File: config.mk
export PLATFORM = sky130hd
export DESIGN_NAME = scope_stream
export DESIGN_NICKNAME = d
export VERILOG_FILES = /design/src/source/scope_bus_pkg.sv /design/src/source/scope_types_pkg.sv /design/src/source/capture_engine.sv /design/src/source/channel_select.sv /design/src/source/scope_regs.sv /design/src/source/scope_stream.sv /design/src/source/timebase.sv
export SDC_FILE = /design/constraint.sdc
export NUM_CORES = 1
export LEC_CHECK = 0
export ABC_AREA = 1
export ABC_CLOCK_PERIOD_IN_PS = 5200
export BUFFER_PORTS_ARGS = -buffer_cell sky130_fd_sc_hd__buf_2
export CORE_MARGIN = 5
export CORE_UTILIZATION = 55
export DETAILED_ROUTE_END_ITERATION = 16
export PLACE_DENSITY_LB_ADDON = 0.1
export SLEW_MARGIN = 40
export SYNTH_ARGS = -nofsm -noshare
export SYNTH_HDL_FRONTEND = slang
export SYNTH_SLANG_ARGS = --single-unit
File: constraint.sdc
create_clock -name clock -period 5.2 [get_ports clock]
set_input_delay 1.56 -clock clock [delete_from_list [all_inputs] [get_ports clock]]
set_output_delay 1.56 -clock clock [all_outputs]
set_load 0.02 [all_outputs]
File: src/source/scope_bus_pkg.sv
/*
 * Wishbone classic control bus types and the register map.
 * Addresses are word addresses and every access is a full 32-bit word.
 */
`default_nettype none

package scope_bus_pkg;

    typedef logic [31:0] reg_word_t;
    typedef logic [7:0]  reg_addr_t;

    // Request side, driven by the bus master
    typedef struct packed {
        logic      cyc;
        logic      stb;
        logic      we;
        reg_addr_t adr;
        reg_word_t dat;
    } wb_req_t;

    // Response side, driven by the register block
    typedef struct packed {
        logic      ack;
        reg_word_t dat;
    } wb_rsp_t;

    // Register map in word addresses
    localparam reg_addr_t REG_CONTROL    = 8'd0;
    localparam reg_addr_t REG_PERIOD     = 8'd1;
    localparam reg_addr_t REG_TRIG_LEVEL = 8'd2;
    // Selector k lives at REG_SEL_BASE + k
    localparam reg_addr_t REG_SEL_BASE   = 8'd3;

    // Bit positions inside the control register
    localparam int CTRL_ENABLE_BIT  = 0;
    localparam int CTRL_EXT_BIT     = 1;
    localparam int CTRL_OVERRUN_BIT = 8;

endpackage

`default_nettype wire

File: src/source/scope_types_pkg.sv
/*
 * Data path types for the scope stream front end.
 * Samples are 24 bits wide and are compared as unsigned values.
 */
`default_nettype none

package scope_types_pkg;

    // One sample value as carried on the input and output streams
    typedef logic [23:0] sample_t;

    // Source address attached to every input sample
    typedef logic [7:0] tag_t;

    // Channel number placed in the dest field of output beats
    typedef logic [7:0] chan_idx_t;

    // Input stream payload, qualified by a separate valid bit
    typedef struct packed {
        tag_t    tag;
        sample_t data;
    } sample_beat_t;

    // Output stream payload, qualified by valid and ready
    typedef struct packed {
        chan_idx_t dest;
        sample_t   data;
        logic      last;
    } frame_beat_t;

endpackage

`default_nettype wire

File: src/source/capture_engine.sv
/*
 * Snapshots all channels on a tick and sends them as one frame.
 * Ticks during a frame are dropped and reported as overrun, except on the
 * cycle that transfers the last beat, where the next frame starts at once.
 */
`default_nettype none

module capture_engine
    import scope_types_pkg::*;
#(
    parameter int N_CHANNELS = 6
) (
    input  wire logic                     clock,
    input  wire logic                     arst_n,
    input  wire logic                     tick,
    input  wire sample_t [N_CHANNELS-1:0] channels,
    input  wire sample_t                  trig_level,
    output frame_beat_t                   out_beat,
    output logic                          out_valid,
    input  wire logic                     out_ready,
    output logic                          overrun_set,
    output logic                          trigger
);

    typedef enum logic {
        ST_IDLE,
        ST_SEND
    } state_t;

    state_t                   state_q;
    sample_t [N_CHANNELS-1:0] snap_q;
    chan_idx_t                idx_q;
    sample_t                  prev0_q;
    sample_t                  beat_data;
    logic                     last_beat;
    logic                     beat_done;
    logic                     start;

    assign last_beat = (idx_q == chan_idx_t'(N_CHANNELS - 1));
    assign out_valid = (state_q == ST_SEND);
    // The final beat of the frame is leaving in this cycle
    assign beat_done = out_valid & out_ready & last_beat;
    assign start     = tick & ((state_q == ST_IDLE) | beat_done);

    // Pick the snapshot entry for the current beat
    always_comb begin
        beat_data = '0;
        for (int k = 0; k < N_CHANNELS; k++) begin
            if (idx_q == chan_idx_t'(k)) begin
                beat_data = snap_q[k];
            end
        end
    end

    // The beat only depends on the snapshot and the index, both frozen while stalled
    assign out_beat = '{dest: idx_q, data: beat_data, last: last_beat};

    // Snapshot payload, loaded only when a frame starts
    always_ff @(posedge clock or negedge arst_n) begin
        if (!arst_n) begin
            snap_q <= '0;
        end else if (start) begin
            snap_q <= channels;
        end
    end

    always_ff @(posedge clock or negedge arst_n) begin
        if (!arst_n) begin
            state_q     <= ST_IDLE;
            idx_q       <= '0;
            prev0_q     <= '0;
            trigger     <= 1'b0;
            overrun_set <= 1'b0;
        end else begin
            // Both outputs are single-cycle pulses
            trigger     <= 1'b0;
            overrun_set <= tick & ~start;
            if (start) begin
                state_q <= ST_SEND;
                idx_q   <= '0;
                prev0_q <= channels[0];
                // Upward crossing of channel 0 between consecutive snapshots
                trigger <= (prev0_q < trig_level) && (channels[0] >= trig_level);
            end else if (beat_done) begin
                state_q <= ST_IDLE;
                idx_q   <= '0;
            end else if (out_valid && out_ready) begin
                idx_q <= idx_q + chan_idx_t'(1);
            end
        end
    end

endmodule

`default_nettype wire

File: src/source/channel_select.sv
/*
 * Per-channel sample store fed by tag matching.
 * The input stream has no back-pressure and every sample is accepted.
 * A sample whose tag matches several selectors updates all of those channels.
 */
`default_nettype none

module channel_select
    import scope_types_pkg::*;
#(
    parameter int N_CHANNELS = 6
) (
    input  wire logic                       clock,
    input  wire logic                       arst_n,
    input  wire sample_beat_t               in_beat,
    input  wire logic                       in_valid,
    input  wire tag_t [N_CHANNELS-1:0]      selectors,
    output wire sample_t [N_CHANNELS-1:0]   channels
);

    // One slot per channel, all looking at the same input beat
    for (genvar k = 0; k < N_CHANNELS; k++) begin : g_slot
        sample_t slot_q;
        logic    hit;

        // Samples with a tag that no selector holds are simply not loaded
        assign hit = in_valid & (in_beat.tag == selectors[k]);

        // Channels start at zero so a frame before any sample is defined
        always_ff @(posedge clock or negedge arst_n) begin
            if (!arst_n) begin
                slot_q <= '0;
            end else if (hit) begin
                slot_q <= in_beat.data;
            end
        end

        // The latest matching value is visible one cycle after the input beat
        assign channels[k] = slot_q;
    end

endmodule

`default_nettype wire

File: src/source/scope_regs.sv
/*
 * Wishbone classic slave with a fixed one-cycle ack.
 * Unmapped addresses read as zero and ignore writes.
 * The overrun bit is sticky and cleared by writing 1 to it.
 */
`default_nettype none

module scope_regs
    import scope_types_pkg::*;
    import scope_bus_pkg::*;
#(
    parameter int N_CHANNELS = 6
) (
    input  wire logic             clock,
    input  wire logic             arst_n,
    input  wire wb_req_t          wb_req,
    output wb_rsp_t               wb_rsp,
    input  wire logic             overrun_set,
    output logic                  enable,
    output logic                  external_capture,
    output reg_word_t             period,
    output sample_t               trig_level,
    output tag_t [N_CHANNELS-1:0] selectors
);

    logic      access;
    logic      write;
    logic      ack_q;
    logic      overrun_q;
    reg_word_t rd_data;
    reg_word_t rd_data_q;

    // A new access starts only while ack is low, so every request gets one ack
    assign access = wb_req.cyc & wb_req.stb & ~ack_q;
    assign write  = access & wb_req.we;

    // Read-back multiplexer, decoded from the address held by the master
    always_comb begin
        rd_data = '0;
        case (wb_req.adr)
            REG_CONTROL: begin
                rd_data[CTRL_ENABLE_BIT]  = enable;
                rd_data[CTRL_EXT_BIT]     = external_capture;
                rd_data[CTRL_OVERRUN_BIT] = overrun_q;
            end
            REG_PERIOD:     rd_data = period;
            REG_TRIG_LEVEL: rd_data[$bits(sample_t)-1:0] = trig_level;
            default: ;
        endcase
        // Selectors occupy a window sized by the channel count
        for (int k = 0; k < N_CHANNELS; k++) begin
            if (wb_req.adr == reg_addr_t'(REG_SEL_BASE + k)) begin
                rd_data[$bits(tag_t)-1:0] = selectors[k];
            end
        end
    end

    // Ack and read data rise together on the edge after the request
    always_ff @(posedge clock or negedge arst_n) begin
        if (!arst_n) begin
            ack_q     <= 1'b0;
            rd_data_q <= '0;
        end else begin
            ack_q <= access;
            if (access) begin
                rd_data_q <= rd_data;
            end
        end
    end

    // Writable registers, updated on the edge that raises ack
    always_ff @(posedge clock or negedge arst_n) begin
        if (!arst_n) begin
            enable           <= 1'b0;
            external_capture <= 1'b0;
            period           <= '0;
            trig_level       <= '0;
            selectors        <= '0;
        end else if (write) begin
            case (wb_req.adr)
                REG_CONTROL: begin
                    enable           <= wb_req.dat[CTRL_ENABLE_BIT];
                    external_capture <= wb_req.dat[CTRL_EXT_BIT];
                end
                REG_PERIOD:     period     <= wb_req.dat;
                REG_TRIG_LEVEL: trig_level <= wb_req.dat[$bits(sample_t)-1:0];
                default: ;
            endcase
            // Only the tag width of a selector write is kept
            for (int k = 0; k < N_CHANNELS; k++) begin
                if (wb_req.adr == reg_addr_t'(REG_SEL_BASE + k)) begin
                    selectors[k] <= wb_req.dat[$bits(tag_t)-1:0];
                end
            end
        end
    end

    // A new overrun wins over a clear in the same cycle so no event is lost
    always_ff @(posedge clock or negedge arst_n) begin
        if (!arst_n) begin
            overrun_q <= 1'b0;
        end else if (overrun_set) begin
            overrun_q <= 1'b1;
        end else if (write && wb_req.adr == REG_CONTROL && wb_req.dat[CTRL_OVERRUN_BIT]) begin
            overrun_q <= 1'b0;
        end
    end

    assign wb_rsp = '{ack: ack_q, dat: rd_data_q};

endmodule

`default_nettype wire

File: src/source/scope_stream.sv
/*
 * Streaming oscilloscope front end on a Wishbone classic bus.
 * N_CHANNELS may range from 1 to 8. The input stream has no ready.
 */
`default_nettype none

module scope_stream
    import scope_types_pkg::*;
    import scope_bus_pkg::*;
#(
    parameter int N_CHANNELS = 6
) (
    input  wire logic         clock,
    input  wire logic         arst_n,
    input  wire logic         sampling_clock,
    input  wire wb_req_t      wb_req,
    output wire wb_rsp_t      wb_rsp,
    input  wire sample_beat_t in_beat,
    input  wire logic         in_valid,
    output wire frame_beat_t  out_beat,
    output wire logic         out_valid,
    input  wire logic         out_ready,
    output wire logic         trigger
);

    // Control fields fanned out from the register block
    logic                     enable;
    logic                     external_capture;
    reg_word_t                period;
    sample_t                  trig_level;
    tag_t [N_CHANNELS-1:0]    selectors;
    // Data path between the stages
    sample_t [N_CHANNELS-1:0] channels;
    logic                     tick;
    logic                     overrun_set;

    scope_regs #(
        .N_CHANNELS(N_CHANNELS)
    ) i_regs (
        .clock(clock),
        .arst_n(arst_n),
        .wb_req(wb_req),
        .wb_rsp(wb_rsp),
        .overrun_set(overrun_set),
        .enable(enable),
        .external_capture(external_capture),
        .period(period),
        .trig_level(trig_level),
        .selectors(selectors)
    );

    channel_select #(
        .N_CHANNELS(N_CHANNELS)
    ) i_select (
        .clock(clock),
        .arst_n(arst_n),
        .in_beat(in_beat),
        .in_valid(in_valid),
        .selectors(selectors),
        .channels(channels)
    );

    timebase i_timebase (
        .clock(clock),
        .arst_n(arst_n),
        .sampling_clock(sampling_clock),
        .enable(enable),
        .external_capture(external_capture),
        .period(period),
        .tick(tick)
    );

    capture_engine #(
        .N_CHANNELS(N_CHANNELS)
    ) i_capture (
        .clock(clock),
        .arst_n(arst_n),
        .tick(tick),
        .channels(channels),
        .trig_level(trig_level),
        .out_beat(out_beat),
        .out_valid(out_valid),
        .out_ready(out_ready),
        .overrun_set(overrun_set),
        .trigger(trigger)
    );

endmodule

`default_nettype wire

File: src/source/timebase.sv
/*
 * Sample tick generator with an internal divider or an external clock.
 * Internal ticks come every max(period, 2) cycles while enabled.
 * External edges pass a two-flop synchronizer, adding 2 to 3 cycles of latency.
 */
`default_nettype none

module timebase
    import scope_bus_pkg::*;
(
    input  wire logic      clock,
    input  wire logic      arst_n,
    input  wire logic      sampling_clock,
    input  wire logic      enable,
    input  wire logic      external_capture,
    input  wire reg_word_t period,
    output logic           tick
);

    reg_word_t  count_q;
    reg_word_t  last_count;
    logic [1:0] sync_q;
    logic       ext_prev_q;
    logic       int_wrap;
    logic       ext_rise;

    // Periods below 2 are clamped so ticks never come back to back
    assign last_count = (period < reg_word_t'(2)) ? reg_word_t'(1) : period - reg_word_t'(1);

    // Greater-or-equal also catches a period shortened while counting
    assign int_wrap = enable & ~external_capture & (count_q >= last_count);

    // The counter sits at zero while disabled, so it restarts when enable rises
    always_ff @(posedge clock or negedge arst_n) begin
        if (!arst_n) begin
            count_q <= '0;
        end else if (!enable || external_capture || int_wrap) begin
            count_q <= '0;
        end else begin
            count_q <= count_q + reg_word_t'(1);
        end
    end

    // sampling_clock is asynchronous to clock
    always_ff @(posedge clock or negedge arst_n) begin
        if (!arst_n) begin
            sync_q     <= '0;
            ext_prev_q <= 1'b0;
        end else begin
            sync_q     <= {sync_q[0], sampling_clock};
            ext_prev_q <= sync_q[1];
        end
    end

    // Rising edge of the synchronized external clock
    assign ext_rise = enable & external_capture & sync_q[1] & ~ext_prev_q;

    always_ff @(posedge clock or negedge arst_n) begin
        if (!arst_n) begin
            tick <= 1'b0;
        end else begin
            tick <= int_wrap | ext_rise;
        end
    end

endmodule

`default_nettype wire

==> summary.md <==
| Metric | Value |
|---|---|
| Status | complete, no violations |
| TritonCTS clock tree | yes |
| Warnings, synthesis | 0 |
| Mapped cell area | between 20000 and 25000 um^2 |
| Synth Register Bits | about 480 |
| Longest Clk Path Bufs | 3 |
| Num CTS Buffers | 50 |
| RD Place Congestion | 0.9200 |
| Slew @ Worst Pin | roughly 0.86 ns |
| Most frequent cells in the layout | 1032 x nand2_1, 475 x dfrtp_1, 305 x o21ai_0, 244 x inv_1, 179 x nor2_1 |
| Static Leak | between 10 and 15 nW |
| RSZ-0062 raised after global routing | false |
| Starting Density | about 55% |
| # fillers | about 3800 |
| # diodes | 0 |
| Synth cell types | 43 |
| DR iter-0 viols | roughly 1600 |
| GR Overflow Total | 0 |
| Core area | between 40000 and 50000 um^2 |
| Average size of a mapped cell | 8.010 um^2 |
| Crit path arrival time | 3.15 ns |
| Hold Crit Class | register to register |
| Final Util | around three fifths |
| Pin count of the biggest net entering global routing | slightly above 100 |
| Fmax | ~210 MHz |
| Slew headroom | between 40 and 50% |
| H-Tree Depth | 2 |
| Worst Skew | about 0.027 ns |
| Tcrit/Tclk final | slightly above 90% |
| Total wire length | 66940 um |
| Number of global-route vias before repair | 19624 |
| Clock network power share | 44.7% |
| Worst Setup End Kind | primary output |
| CP required | about 3.6 ns |
| Max Slew Vio Count | 0 |
| Root buffer cell | clkbuf_16 |
| Layout cells sized above 1 | 10.20% |
| Port Buffer Count | 147 |
| Psw | between 2 and 2.5 mW |
| Layout area overhead | 11.80% |
| Post-Syn Instances | 2955 |
| Worst skew pair latency | 0.61 ns |
| First-pass detailed-route iteration total | 8 |
| Hpwl dp | around 47000 um |
| PD cells | roughly 310 nW/um^2 |
| DR vias/cell | about 5.5 |
| Total GRT Usage | ~28% |
| Max-Cap Viols | 0 |
| Setup Viol. Count Final | 0 |
| Postcts setup bufs | 0 |
| Sequential area share after synthesis | roughly 50% |
| Antenna Nets Post-Route | 0 |
| Global-route wire length before repair | roughly 110000 um |
| Commonest non-fill, non-tap cell in the layout | nand2_1 |
| Sequential share of power | between 40 and 50% |
| Finished Layout Cells | around 3600 |
| Final hold vios | 0 |
| Nets@finish | ~3200 |
| Hold Buf Count CTS | 0 |
| VDD IR-drop max | around 0.00021 V |
| Number of I/O pins | ~150 |
| Vias | between 20000 and 25000 |
| WS Path Type | register to primary output |
| Die area | ~47000 um^2 |
| Initial antenna violation count | 1 |
| Dpl cells | roughly 3600 |
| Clock transition at the registers of the reported paths | roughly 0.07 ns |
| Setup crit start kind | register |
| # rows | between 70 and 80 |
| Die Ht | 217.4 um |
| Logic pwr share | under 10% |
| DRC | 0 |
| Dpl ws | between 1 and 1.5 ns |
| Die X | 217.4 um |
| # resized after CTS | 0 |
| Syn nets | 3120 |
| Setup_tns | 0 ns |
| Internal power | 6.150 mW |
| CTS Sinks | between 400 and 500 |
| Crit Path Max Fanout | 16 |
| Min cycle time layout | roughly 4.7 ns |
| Routed len/inst | 18.37 um |
| Sw Ratio | between 20% and 30% |
| Setup ws final | roughly 0.5 ns |
## power by group through the flow
stage	logic, mW	clock network [mW]	registers (mW)
6_report	0.652	3.66	3.88
5_1_grt	0.733	3.87	3.89
4_1_cts	0.657	3.72	3.88
3_5_place_dp	0.653	0	3.94
3_3_place_gp	0.636	0	3.94
2_1_floorplan	0.334	0	3.96
## stage by stage
stage / power [mW] / instance area (um^2) / hold slack (ns)
after floorplan: 4.298 / 23670 / 0.3312
after global placement: 4.572 / 24730 / 0.3357
after detailed placement: 4.596 / 24780 / 0.3417
after CTS: 8.249 / 26450 / 0.3561
after global routing: 8.497 / 26460 / 0.3776
final: 8.194 / 26460 / 0.3580
## sequential cells by signal (all words and copies together) (netlist names)
register / count
i_select.g_slot.slot_q: 144
i_regs.rd_data_q: 32
i_regs.overrun_q: 1
i_timebase.ext_prev_q: 1
i_timebase.tick: 1
i_regs.selectors: 48
i_regs.enable: 1
i_capture.out_valid: 1
i_capture.prev0_q: 24
i_capture.idx_q: 8
i_timebase.count_q: 32
i_regs.external_capture: 1
i_regs.ack_q: 1
i_timebase.sync_q: 2
i_regs.period: 32
i_capture.overrun_set: 1
i_capture.snap_q: 120
i_capture.trigger: 1
i_regs.trig_level: 24
## layer usage
layer	vias up	track usage, %	part of all wire [%]
li1	9704	-	-
met1	9670	40.54	45
met2	665	44.85	46
met3	142	3.790	5.6
met4	2	9.438	3.5
met5	-	0	0.019
## area by class of cell
cell class | instances | area, um^2 | share of cell area, %
well taps | 546 | 683.2 | 2.582
inverters | 252 | 947.2 | 3.579
multi-input cells | 2102 | 10190 | 38.51
clock inverters | 18 | 247.7 | 0.9362
clock buffers | 71 | 1421 | 5.371
flip-flops and latches | 475 | 11890 | 44.92
repair buffers | 180 | 1087 | 4.109
## Yosys cell counts (all sizes together)
library cell,number,share of area (%)
or2,31,0.82
o211ai,20,0.63
nand4,35,0.93
clkbuf,49,0.78
dfrtp,475,50
o31ai,7,0.22
o21a,5,0.16
a31oi,1,0.026
nand3,153,3.3
a21oi,85,1.8
nor2,192,3.2
o21bai,1,0.032
o21ai,316,6.7
o2111ai,1,0.037
o22ai,20,0.53
xor2,33,1.2
xnor2,21,0.78
o31a,1,0.037
inv,252,4.0
mux2,2,0.095
buf,77,2.1
nand2,1039,17
nor3b,1,0.032
and3,1,0.026
a211oi,2,0.063
ha,85,4.5
nor4,6,0.16
a221oi,2,0.074
nor3,41,0.95
o221ai,1,0.037
## path summary, 6_finish.rpt
check / startpoint / end / slack [ns] / cells past startpoint
max in group asynchronous: arst_n / i_regs.selectors[31] / 2.96 / 3
setup / recovery: i_capture.idx_q[1] / out_beat[10] / 0.49 / 13
hold reg to reg: i_timebase.sync_q[0] / i_timebase.sync_q[1] / 0.36 / 0
hold / removal: i_timebase.sync_q[0] / i_timebase.sync_q[1] / 0.36 / 0
min in group asynchronous: arst_n / i_capture.snap_q[80] / 0.95 / 1
setup reg to reg: i_regs.period[0] / i_timebase.count_q[16] / 1.59 / 17
## worst max-delay path: stages, from the launching register on
cell and delay (ns):
dfrtp_1 0.42, inv_1 0.13, ha_1 0.22, nand4_1 0.69, buf_4 0.45, nand3_1 0.09, nand2_1 0.05, nand2_1 0.05
nand2_1 0.05, nand2_1 0.05, nand3_1 0.08, nand2_1 0.09, inv_1 0.05, buf_2 0.15
## cells by family after synthesis
family / share of synthesized area, %
mux: 0.09515
flops: 50.22
buf+inv: 6.877
simple gates: 25.99
compound gates: 10.33
fa+ha+maj: 4.493
xor+xnor: 1.998
Note: power is estimated with default switching activity, not from simulation.
